==> src/hdl/aes_consts.svh <==
/* round count and key schedule cycle counts for the AES-128 engine */
`ifndef AES_CONSTS_SVH
`define AES_CONSTS_SVH

// cipher rounds for a 128-bit key
`define AES_ROUNDS 10

// forward schedule steps needed before decryption can start
`define AES_KEY_FWD_CYCLES 10

`endif

==> src/hdl/aesPkg.sv <==
/* shared AES types: block, word, byte, round index and control state */
package aesPkg;

  // 16 bytes column-major, byte 0 (row 0, col 0) in bits 127:120
  typedef logic [127:0] blockT;

  // one schedule word or one state column, row 0 in the top byte
  typedef logic [31:0] wordT;

  // state byte, S-box value or round constant
  typedef logic [7:0] byteT;

  // round and key-step counter
  typedef logic [3:0] roundIdxT;

  // sequencer states
  typedef enum logic [1:0] {
    sIdle,
    sKeyFwd,
    sRound
  } aesStateE;

endpackage

==> src/hdl/aesControl.sv <==
/* AES sequencer, FSM and round counter for key expansion and rounds */
`timescale 1ns/1ps
`include "aes_consts.svh"

module aesControl (
  input  logic clk,
  input  logic arstN,
  input  logic start,
  input  logic dir,
  output logic keyLoad,
  output logic keyStepFwd,
  output logic keyStepRev,
  output logic stateLoad,
  output logic roundEn,
  output logic lastRound,
  output logic decrypt,
  output logic busy,
  output logic done
);
  import aesPkg::*;

  aesStateE stateQ;
  roundIdxT cntQ;
  logic     accept;
  logic     keyFwdLast;

  // start only counts while idle
  assign accept     = start && (stateQ == sIdle);
  assign keyFwdLast = (stateQ == sKeyFwd) && (cntQ == roundIdxT'(`AES_KEY_FWD_CYCLES));

  // count 0 in sRound is the decrypt initial key add
  assign roundEn    = (stateQ == sRound) && (cntQ != '0);
  assign lastRound  = (stateQ == sRound) && (cntQ == roundIdxT'(`AES_ROUNDS));

  assign keyLoad    = accept;
  // encrypt loads the state on the start edge itself
  assign stateLoad  = (accept && !dir) || ((stateQ == sRound) && (cntQ == '0));
  assign keyStepFwd = (stateQ == sKeyFwd) || (roundEn && !decrypt);
  assign keyStepRev = roundEn && decrypt;
  assign busy       = (stateQ != sIdle);

  always_ff @(posedge clk or negedge arstN) begin
    if (!arstN) begin
      stateQ  <= sIdle;
      cntQ    <= '0;
      decrypt <= 1'b0;
      done    <= 1'b0;
    end else begin
      // one-cycle pulse after the last round edge
      done <= lastRound;
      case (stateQ)
        sIdle: begin
          if (accept) begin
            decrypt <= dir;
            cntQ    <= roundIdxT'(1);
            stateQ  <= dir ? sKeyFwd : sRound;
          end
        end
        sKeyFwd: begin
          if (keyFwdLast) begin
            cntQ   <= '0;
            stateQ <= sRound;
          end else begin
            cntQ <= cntQ + 1'b1;
          end
        end
        sRound: begin
          if (lastRound) begin
            cntQ   <= '0;
            stateQ <= sIdle;
          end else begin
            cntQ <= cntQ + 1'b1;
          end
        end
        default: stateQ <= sIdle;
      endcase
    end
  end

endmodule

==> config.mk <==
export PLATFORM = sky130hd
export DESIGN_NAME = aesControl
export DESIGN_NICKNAME = d
export VERILOG_FILES = /design/src/hdl/aesPkg.sv /design/src/hdl/aesControl.sv
export VERILOG_INCLUDE_DIRS = /design/src /design/src/hdl
export SDC_FILE = /design/constraint.sdc
export NUM_CORES = 1
export LEC_CHECK = 0
export BUFFER_PORTS_ARGS = -buffer_cell sky130_fd_sc_hd__buf_4
export CAP_MARGIN = 20
export CORE_AREA = 5 5 42 44
export DETAILED_ROUTE_END_ITERATION = 7
export DIE_AREA = 0 0 47 49
export HOLD_SLACK_MARGIN = 0.12
export SETUP_SLACK_MARGIN = 0.15
export SLEW_MARGIN = 20
export SYNTH_ARGS = -nofsm -noshare
export SYNTH_HDL_FRONTEND = slang
export SYNTH_SLANG_ARGS = --single-unit
==> constraint.sdc <==
create_clock -name clk -period 4.7 [get_ports clk]
set_clock_uncertainty 0.1 [all_clocks]
set_input_delay 0 -clock clk [delete_from_list [all_inputs] [get_ports clk]]
set_output_delay 0 -clock clk [all_outputs]
set_load 0.01 [all_outputs]
==> out/qor.csv <==
metric,value,unit
routed vias,456,
number of diodes,0,
"leading cell type in the layout, fill and taps excluded",buf_4,
MaxCap Viol Count,0,
vias in the first global route,450,
setup ws final,2.333,ns
layout cells sized above 1,0.2564,
Critical Path Start Type,flop,
I/O Buffers,12,
Hold Buf Count CTS,6,
fin util,0.5196,
Max Freq,422.4,MHz
syn_area_per_cell,9.395,um^2
GRT Total Usage,0.1288,
worst skew pair latency,0.26,ns
"Area growth, synth to finish",35.98,%
Mapped Nets,68,
Multi-input gate area,305.3,um^2
full die area,2303,um^2
CP startpoint,stateQ[0],
"Setup Fix Bufs, Post-CTS",0,
Synth Cell Area,535.5,um^2
HPWL after DPL,847.6,um
vias per inst,4.851,
Initial Util,0.3821,
Hold/Removal Path Class,reg2reg,
Setup crit end kind,flop,
status,finished clean,
Inserted Clock Buffers,3,
Sinks on Clock Net,8,
Synth cell types,24,
Rel. slew slack,0.7306,
"Slew Viols, Final",0,
row cnt,14,
first-pass GRT wire length,2104,um
# setup viols final,0,
DRT Pass-1 Iters,4,
final WL,1188,um
"slowest stage delay, CP",0.59,ns
largest net degree at the start of global routing,9,
slowest CP cell,dlygate4sd3_1,
clock-pin slew on the worst setup and hold paths,0.06,ns
setup TNS,0,ns
Post-Syn Instances,57,
total gr overflow,0,
sequential share of the synthesized area,0.3738,
Final period util,0.5037,
CTS tree,built,
die width,47,um
cell chain of the critical path,"inv_1, ha_1, nand2_1, inv_1, nand2_1, dlygate4sd3_1, o21ai_0, dlygate4sd3_1",
DR WL/cell,12.64,um
DR iter-0 viols,21,
WS Path Type,reg2reg,
fillers,140,
pre-CTS setup slack,3.098,ns
CP Data Required Time,4.74,ns
CTS max path bufs,2,
Worst Setup EP,decrypt,
DIE HEIGHT,49,um
GPL Wtd Cong,0.7666,
#FFs+latches synth,8,
crit path DAT,2.41,ns
Root Driver,clkbuf_4,
post-route ant nets,0,
final hold viol count,0,
worst r2r dst,decrypt,
# IOs,13,
core footprint,1401,um^2
largest fanout on the critical path,5,
initial antenna violation count,0,
fin nets,91,
Worst-Margin Slew,0.4027,ns
DR DRC count,0,
most frequent cells in the layout,"12 x buf_4, 8 x inv_1, 8 x dfrtp_1",
unrepaired setup endpoints after global routing,no,
Reg2Reg Setup Slack,2.33,ns
register area,200.2,um^2
fin crit period,2.367,ns
worst vdd ir,264.5,uV
Resize count post-CTS,0,
Leak,0.3679,nW
share of the synthesized area in the top cell type,0.3738,
Yosys top cell by area,dfrtp_1,
Pwr per Cell Area,618.1,nW/um^2
Reg-to-Reg Start,stateQ[0],
Max H-tree Level,1,
Synth area leaders,"dfrtp_1 37%, ha_1 16%, inv_1 5.6%",
R2R depth,8,
yosys warns,0,
-- cells in the mapped netlist --
library cell / number
a21o_1: 1
or2_4: 1
nor2b_2: 1
nand2_2: 1
and2_1: 1
o22ai_1: 2
o31a_1: 1
o211ai_1: 1
o2bb2ai_1: 2
o21a_1: 1
nand3_1: 1
a211oi_2: 1
dfrtp_1: 8
o21ai_1: 1
nand2_1: 6
inv_1: 8
ha_1: 7
nor2b_1: 2
nor2_1: 2
nand2b_1: 2
o21ai_0: 1
o22a_4: 1
a21oi_1: 4
nor4_1: 1
-- critical path, delay by kind of cell, from the launching register on --
| family | cells | cell delay [ns] |
|---|---|---|
| AO/OA/AOI/OAI | 1 | 0.09 |
| buffers and inverters | 4 | 1.29 |
| flip-flops | 1 | 0.41 |
| adder cells (fa/ha/maj) | 1 | 0.22 |
| AND/OR/NAND/NOR | 2 | 0.15 |
-- cell type report --
type                       instances  area share
multi-input combinational         41      0.4192
sequential                         8      0.2749
timing repair buffer              18      0.2062
inverter                           8     0.04124
clock buffer                       3     0.03093
tap                               16     0.02749
-- metal layers --
| layer | vias up | routed length (um) | global-route usage |
|---|---|---|---|
| li1 | 237 | - | - |
| met1 | 210 | 473 | 0.1496 |
| met2 | 7 | 625 | 0.1968 |
| met3 | 2 | 65 | 0.05904 |
| met4 | 0 | 23 | 0.05530 |
| met5 | - | 0 | 0 |
-- cell families (layout without fill, tap and decap cells) --
family | after synthesis | in the layout | share of synthesized area
flops | 8 | 8 | 0.3738
fa+ha+maj | 7 | 7 | 0.1635
simple gates | 18 | 18 | 0.1799
compound gates | 16 | 16 | 0.2266
buf+inv | 8 | 29 | 0.05608
-- per-stage QoR --
step | hold slack [ns] | instance area [um^2] | power [mW] | instances
floorplan | -0.3956 | 535.5 | 0.2956 | 57
global placement | -0.2727 | 645.6 | 0.3856 | 85
detailed placement | -0.2728 | 645.6 | 0.3852 | 85
CTS | 0.4826 | 728.2 | 0.4548 | 94
global route | 0.5110 | 728.2 | 0.4966 | 94
finish | 0.4848 | 728.2 | 0.4501 | 94
-- report_power, final --
group	total [mW]	switching, mW	internal [mW]
clock	0.0559	0.0264	0.0294
sequential	0.111	0.0204	0.0909
combinational	0.283	0.143	0.140
-- flip-flops by register name, indices dropped and copies added, names as in the netlist --
register / cells
cntQ: 4
stateQ: 2
decrypt: 1
done: 1
-- how the worst min path moves through the flow --
stage	slack [ns]	cells after the start	from	to
finish	0.48	1	cntQ[3]	cntQ[3]
global route	0.51	1	cntQ[3]	cntQ[3]
CTS	0.48	1	cntQ[3]	cntQ[3]
detailed placement	-0.27	1	arstN	cntQ[0]
global placement	-0.27	1	arstN	cntQ[3]
floorplan	-0.40	0	arstN	cntQ[0]
No activity file was read; power rests on OpenSTA's default activity.
