[config.mk]
export PLATFORM = sky130hd
export DESIGN_NAME = aesKeyExpand
export DESIGN_NICKNAME = d
export VERILOG_FILES = /design/src/hdl/aes_consts.svh /design/src/hdl/aesPkg.sv /design/src/hdl/aesSbox.sv /design/src/hdl/aesKeyExpand.sv
export SDC_FILE = /design/constraint.sdc
export NUM_CORES = 2
export LEC_CHECK = 0
export BUFFER_PORTS_ARGS = -buffer_cell sky130_fd_sc_hd__buf_2
export CORE_MARGIN = 2
export CORE_UTILIZATION = 45
export CTS_BUF_LIST = sky130_fd_sc_hd__clkbuf_4
export DETAILED_ROUTE_END_ITERATION = 16
export GPL_TIMING_DRIVEN = 0
export SETUP_SLACK_MARGIN = 0.2
export SLEW_MARGIN = 40
export SYNTH_ARGS = -nofsm -noshare
export SYNTH_HDL_FRONTEND = slang
export SYNTH_SLANG_ARGS = --single-unit
[constraint.sdc]
create_clock -name clk -period 89.7 [get_ports clk]
set_input_delay 13.455 -clock clk [delete_from_list [all_inputs] [get_ports clk]]
set_output_delay 13.455 -clock clk [all_outputs]
set_load 0.01 [all_outputs]
[src/hdl/aes_consts.svh]
/* round count and key schedule cycle counts for the AES-128 engine */
`ifndef AES_CONSTS_SVH
`define AES_CONSTS_SVH

// cipher rounds for a 128-bit key
`define AES_ROUNDS 10

// forward schedule steps needed before decryption can start
`define AES_KEY_FWD_CYCLES 10

`endif

[src/hdl/aesPkg.sv]
/* shared AES types: block, word, byte, round index and control state */
package aesPkg;

  // 16 bytes column-major, byte 0 (row 0, col 0) in bits 127:120
  typedef logic [127:0] blockT;

  // one schedule word or one state column, row 0 in the top byte
  typedef logic [31:0] wordT;

  // state byte, S-box value or round constant
  typedef logic [7:0] byteT;

  // round and key-step counter
  typedef logic [3:0] roundIdxT;

  // sequencer states
  typedef enum logic [1:0] {
    sIdle,
    sKeyFwd,
    sRound
  } aesStateE;

endpackage

[src/hdl/aesSbox.sv]
/* AES S-box byte substitution, forward or inverse, from GF(2^8) inversion
   and the affine map */
`timescale 1ns/1ps

module aesSbox (
  input  aesPkg::byteT inByte,
  input  logic         inverse,
  output aesPkg::byteT outByte
);
  import aesPkg::*;

  // multiply modulo x^8 + x^4 + x^3 + x + 1
  function automatic byteT gfMul(input byteT a, input byteT b);
    byteT p;
    byteT x;
    int   i;
    p = '0;
    x = a;
    for (i = 0; i < 8; i++) begin
      if (b[i]) p = p ^ x;
      x = {x[6:0], 1'b0} ^ (x[7] ? 8'h1b : 8'h00);
    end
    return p;
  endfunction

  // a^254 is the multiplicative inverse, zero stays zero
  function automatic byteT gfInv(input byteT a);
    byteT a2, a3, a6, a12, a15, a30, a60, a120, a240, a252;
    a2   = gfMul(a, a);
    a3   = gfMul(a2, a);
    a6   = gfMul(a3, a3);
    a12  = gfMul(a6, a6);
    a15  = gfMul(a12, a3);
    a30  = gfMul(a15, a15);
    a60  = gfMul(a30, a30);
    a120 = gfMul(a60, a60);
    a240 = gfMul(a120, a120);
    a252 = gfMul(a240, a12);
    return gfMul(a252, a2);
  endfunction

  byteT preInv;
  byteT invVal;
  byteT fwdAffine;

  // inverse mode undoes the affine map before inversion
  // rotations by 1, 3 and 6 plus constant 05
  assign preInv = inverse ?
                  ({inByte[6:0], inByte[7]} ^ {inByte[4:0], inByte[7:5]} ^
                   {inByte[1:0], inByte[7:2]} ^ 8'h05) :
                  inByte;

  assign invVal = gfInv(preInv);

  // forward affine, byte xor its rotations by 1 to 4 plus constant 63
  assign fwdAffine = invVal ^ {invVal[6:0], invVal[7]} ^ {invVal[5:0], invVal[7:6]} ^
                     {invVal[4:0], invVal[7:5]} ^ {invVal[3:0], invVal[7:4]} ^ 8'h63;

  assign outByte = inverse ? invVal : fwdAffine;

endmodule

[src/hdl/aesKeyExpand.sv]
/* on-the-fly AES-128 key schedule, stepping forward or in reverse,
   with its own round constant register */
`timescale 1ns/1ps

module aesKeyExpand (
  input  logic          clk,
  input  logic          arstN,
  input  aesPkg::blockT key,
  input  logic          keyLoad,
  input  logic          keyStepFwd,
  input  logic          keyStepRev,
  output aesPkg::blockT roundKey
);
  import aesPkg::*;

  blockT keyQ;
  blockT keyFwd;
  blockT keyRev;
  blockT keyNext;
  wordT  w0, w1, w2, w3;
  wordT  n0, n1, n2, n3;
  wordT  subSrc, rotWord, subWord, tWord;
  byteT  rconQ, rconDbl, rconHalf, rconUse;

  assign {w0, w1, w2, w3} = keyQ;

  // rcon times x, and rcon divided by x
  assign rconDbl  = {rconQ[6:0], 1'b0} ^ (rconQ[7] ? 8'h1b : 8'h00);
  assign rconHalf = {1'b0, rconQ[7:1]} ^ (rconQ[0] ? 8'h8d : 8'h00);

  // reverse step needs the previous w3, which is w3 ^ w2
  assign subSrc  = keyStepRev ? (w3 ^ w2) : w3;
  assign rotWord = {subSrc[23:0], subSrc[31:24]};
  assign rconUse = keyStepRev ? rconHalf : rconQ;

  // SubWord, one forward S-box per byte
  for (genvar i = 0; i < 4; i++) begin : gSubWord
    aesSbox u_aesSbox (
      .inByte  (rotWord[31-8*i -: 8]),
      .inverse (1'b0),
      .outByte (subWord[31-8*i -: 8])
    );
  end

  assign tWord = subWord ^ {rconUse, 24'h000000};

  // forward, each word chains off the one before
  assign n0 = w0 ^ tWord;
  assign n1 = w1 ^ n0;
  assign n2 = w2 ^ n1;
  assign n3 = w3 ^ n2;
  assign keyFwd = {n0, n1, n2, n3};

  // reverse, undo the chaining then recompute word 0
  assign keyRev = {w0 ^ tWord, w1 ^ w0, w2 ^ w1, w3 ^ w2};

  assign keyNext = keyLoad    ? key    :
                   keyStepFwd ? keyFwd :
                   keyStepRev ? keyRev : keyQ;

  // datapath sees the key that is valid after this edge
  assign roundKey = keyNext;

  always_ff @(posedge clk) begin
    keyQ <= keyNext;
  end

  always_ff @(posedge clk or negedge arstN) begin
    if (!arstN) begin
      rconQ <= 8'h01;
    end else if (keyLoad) begin
      rconQ <= 8'h01;
    end else if (keyStepFwd) begin
      rconQ <= rconDbl;
    end else if (keyStepRev) begin
      rconQ <= rconHalf;
    end
  end

endmodule

==> out/results.tsv <==
stage	metric	value	unit
run_status	outcome	finished clean	
setup_path	critical path peak fanout	10	
setup_path	most frequent CP cell	xnor2_1	
routing	drt initial violations	5760	
synthesis	post-synthesis sequential area ratio	4.88	%
routing	Pre-antenna DRT Iters	6	
floorplan	die width	359	um
sta	Max Slew Vio Count	0	
setup_path	Crit path arrival time	40.66	ns
sta	Worst Skew	0.0639	ns
hold_path	hold path cells	2	
cts	CTS tree	built	
floorplan	# rows	130	
global_routing	vias in the first global route	50700	
cts	CTS Buf Count	17	
sta	maximum clock frequency	0.0185	GHz
setup_path	slowest library cell on the worst path	a2111oi_0	
layout	layout cells sized above 1	11.4	%
cts	hold_buf cts	0	
routing	DR WL/cell	21.2	um
synthesis	FF+latch count, synth	136	
sta	Final Hold Fails	0	
global_routing	antenna violations before repair	15	
synthesis	Synth Flop Type	dfxtp_1	
global_routing	global-route usage over all layers	29.1	%
floorplan	Chip Height	359	um
cts	CTS sink cnt	136	
global_routing	GR Overflow Total	0	
run	Max-Cap Viols	0	
setup_path	R2R cell count	86	
cts	post_cts resized	0	
synthesis	number of flops mapped to enable cells by yosys	0	
sta	Setup TNS	0	ns
floorplan	Initial Util	45.3	%
hold_path	HP Class	flop to flop	
floorplan	CORE AREA	0.125	mm2
hold_path	min-delay src	rconQ[5]$_DFF_PN0_	
sta	Setup violations, final	0	
setup_path	crit path kind	input port to output pin	
sta	Relative slew margins	37.6	%
setup_path	Startpoint Class	input port	
synthesis	Cell Area, Synth	0.0567	mm2
setup_path	Worst setup EP type	output pin	
cts	H-tree Lvls	4	
sta	Worst Tran Pin Value	0.935	ns
placement	Port Buf Inserts	258	
placement	detailed placement HPWL	155000	um
synthesis	Unique masters post-synth	130	
global_routing	first-pass GRT wire length	301000	um
floorplan	io pins	261	
sta	RSZ-0062 raised after global routing	no	
synthesis	Syn. warnings	0	
setup_path	WP data required	76.24	ns
floorplan	die area	0.129	mm2
routing	Detailed Route WL	197000	um
cts	postcts setup bufs	0	
cts	clock insertion delay at the later pin of the skew report	0.74	ns
cts	CTS Buffer Depth	2	
sta	Tmin final	54.12	ns
hold_path	WHS Endpoint	rconQ[6]$_DFF_PN0_	
sta	Tcrit/Tclk final	60.3	%
synthesis	asr flop ratio synth	5.88	%
synthesis	Post-Synthesis Cells	7314	
routing	Vias	54600	
synthesis	Avg Inst Size Synth	7.75	um2
cts	CTS root buffer	clkbuf_4	
layout	post-route cell area	0.0609	mm2
routing	remaining antenna violation count	0	
layout	P&R area growth vs syn	7.39	%
cts	Clock transition at path regs	0.14	ns
setup_path	R2R setup slack	63.10	ns
placement	routability cong.	0.995	
setup_path	reg2reg start	keyQ[23]$_DFF_P_	
layout	Nets	7749	
global_routing	largest net degree at the start of global routing	17	
placement	Placed Area	0.0603	mm2
synthesis	Syn Nets	7472	
routing	drt via density	5.90	
setup_path	R2R Path End	keyQ[24]$_DFF_P_	
setup_path	Slowest Stage Delay on Critical Path	0.66	ns
routing	drt drc	0	
[how the worst max path moves through the flow]
stage | start | endpoint | slack [ns] | cells after the start
final | keyStepRev | roundKey[24] | 35.58 | 94
after global routing | keyStepRev | roundKey[24] | 33.91 | 96
after CTS | keyStepRev | roundKey[24] | 35.84 | 94
after detailed placement | keyStepRev | roundKey[24] | 36.03 | 94
after global placement | keyStepRev | roundKey[24] | 36.17 | 91
after floorplan | keyStepRev | roundKey[63] | 41.32 | 93
[cells in the mapped netlist (all sizes together), types with 32 or more instances]
cell type,count,share of area (%)
a211oi,75,1.0
a221oi,34,0.59
nor2,877,5.9
mux2i,234,4.2
and3,39,0.43
nor2b,48,0.53
o22ai,69,0.77
dfxtp,128,4.5
xor3,56,2.4
mux2,61,1.2
a21oi,338,3.0
o21ai,410,3.6
buf,205,2.0
a22oi,100,1.4
and2,63,0.70
o211ai,45,0.60
nand2,725,4.8
a31oi,52,0.62
xnor3,335,13
nand2b,71,0.78
nor3,162,1.4
nand3,152,1.3
xnor2,1415,23
clkbuf,332,2.2
xor2,555,9.0
o221ai,33,0.54
inv,106,0.70
or3,32,0.36
[metrics by stage]
stage | utilization (%) | setup WS, ns | hold slack (ns) | instances
floorplan | - | 41.32 | 0.505 | 7314
global placement | 47.9 | 36.17 | 0.538 | 9222
detailed placement | 48.2 | 36.03 | 0.541 | 9222
CTS | 48.4 | 35.84 | 0.559 | 9254
global route | 48.6 | 33.91 | 0.612 | 9261
finish | 48.6 | 35.58 | 0.556 | 9263
[cells by family after synthesis]
logic type | synth area share, %
buf+inv | 4.96
xor+xnor | 47.9
fa+ha+maj | 0.552
mux | 5.41
flops | 4.88
compound gates | 17.8
simple gates | 18.5
[sequential cells by signal (all words and copies together), names as in the netlist]
| signal | count |
|---|---|
| keyQ | 128 |
| rconQ | 8 |
[critical path: cells and delay by family]
family / cells / cell delay, ns
compound gates: 14 / 3.73
buf+inv: 26 / 7.44
simple gates: 10 / 1.40
xor+xnor: 32 / 11.06
mux: 5 / 1.05
fa+ha+maj: 7 / 2.42
[layout make-up]
| type | instances | area, um2 |
|---|---|---|
| Antenna cell | 9 | 22.5 |
| Buffer | 537 | 2410 |
| Clock buffer | 17 | 128 |
| Clock inverter | 15 | 208 |
| Fill cell | 12500 | 64400 |
| Inverter | 117 | 439 |
| Multi-Input combinational cell | 6524 | 51500 |
| Sequential cell | 136 | 2760 |
| Tap cell | 1650 | 2060 |
| Timing Repair Buffer | 258 | 1290 |
[placed cells by master, fill, tap and decap left out, types with 128 or more instances in the layout]
cell and count:
nand2_1 717, clkbuf_1 300, nor2_1 866, buf_2 387, mux2i_1 233, nand3_1 152
xnor2_1 1279, xor2_1 515, o21ai_0 321, xnor3_1 321, dfxtp_1 128, nor3_1 161
a21oi_1 335
[per-layer routing]
metal,global-route usage (%),wire (um),vias to the layer above
li1,-,-,25800
met1,42.2,88500,26200
met2,44.3,84300,2382
met3,5.76,19800,204
met4,6.37,3910,4
met5,0,23,-
Power is not shown: default switching activity piles up to over one toggle a cycle in this logic, so the estimate is an artifact.
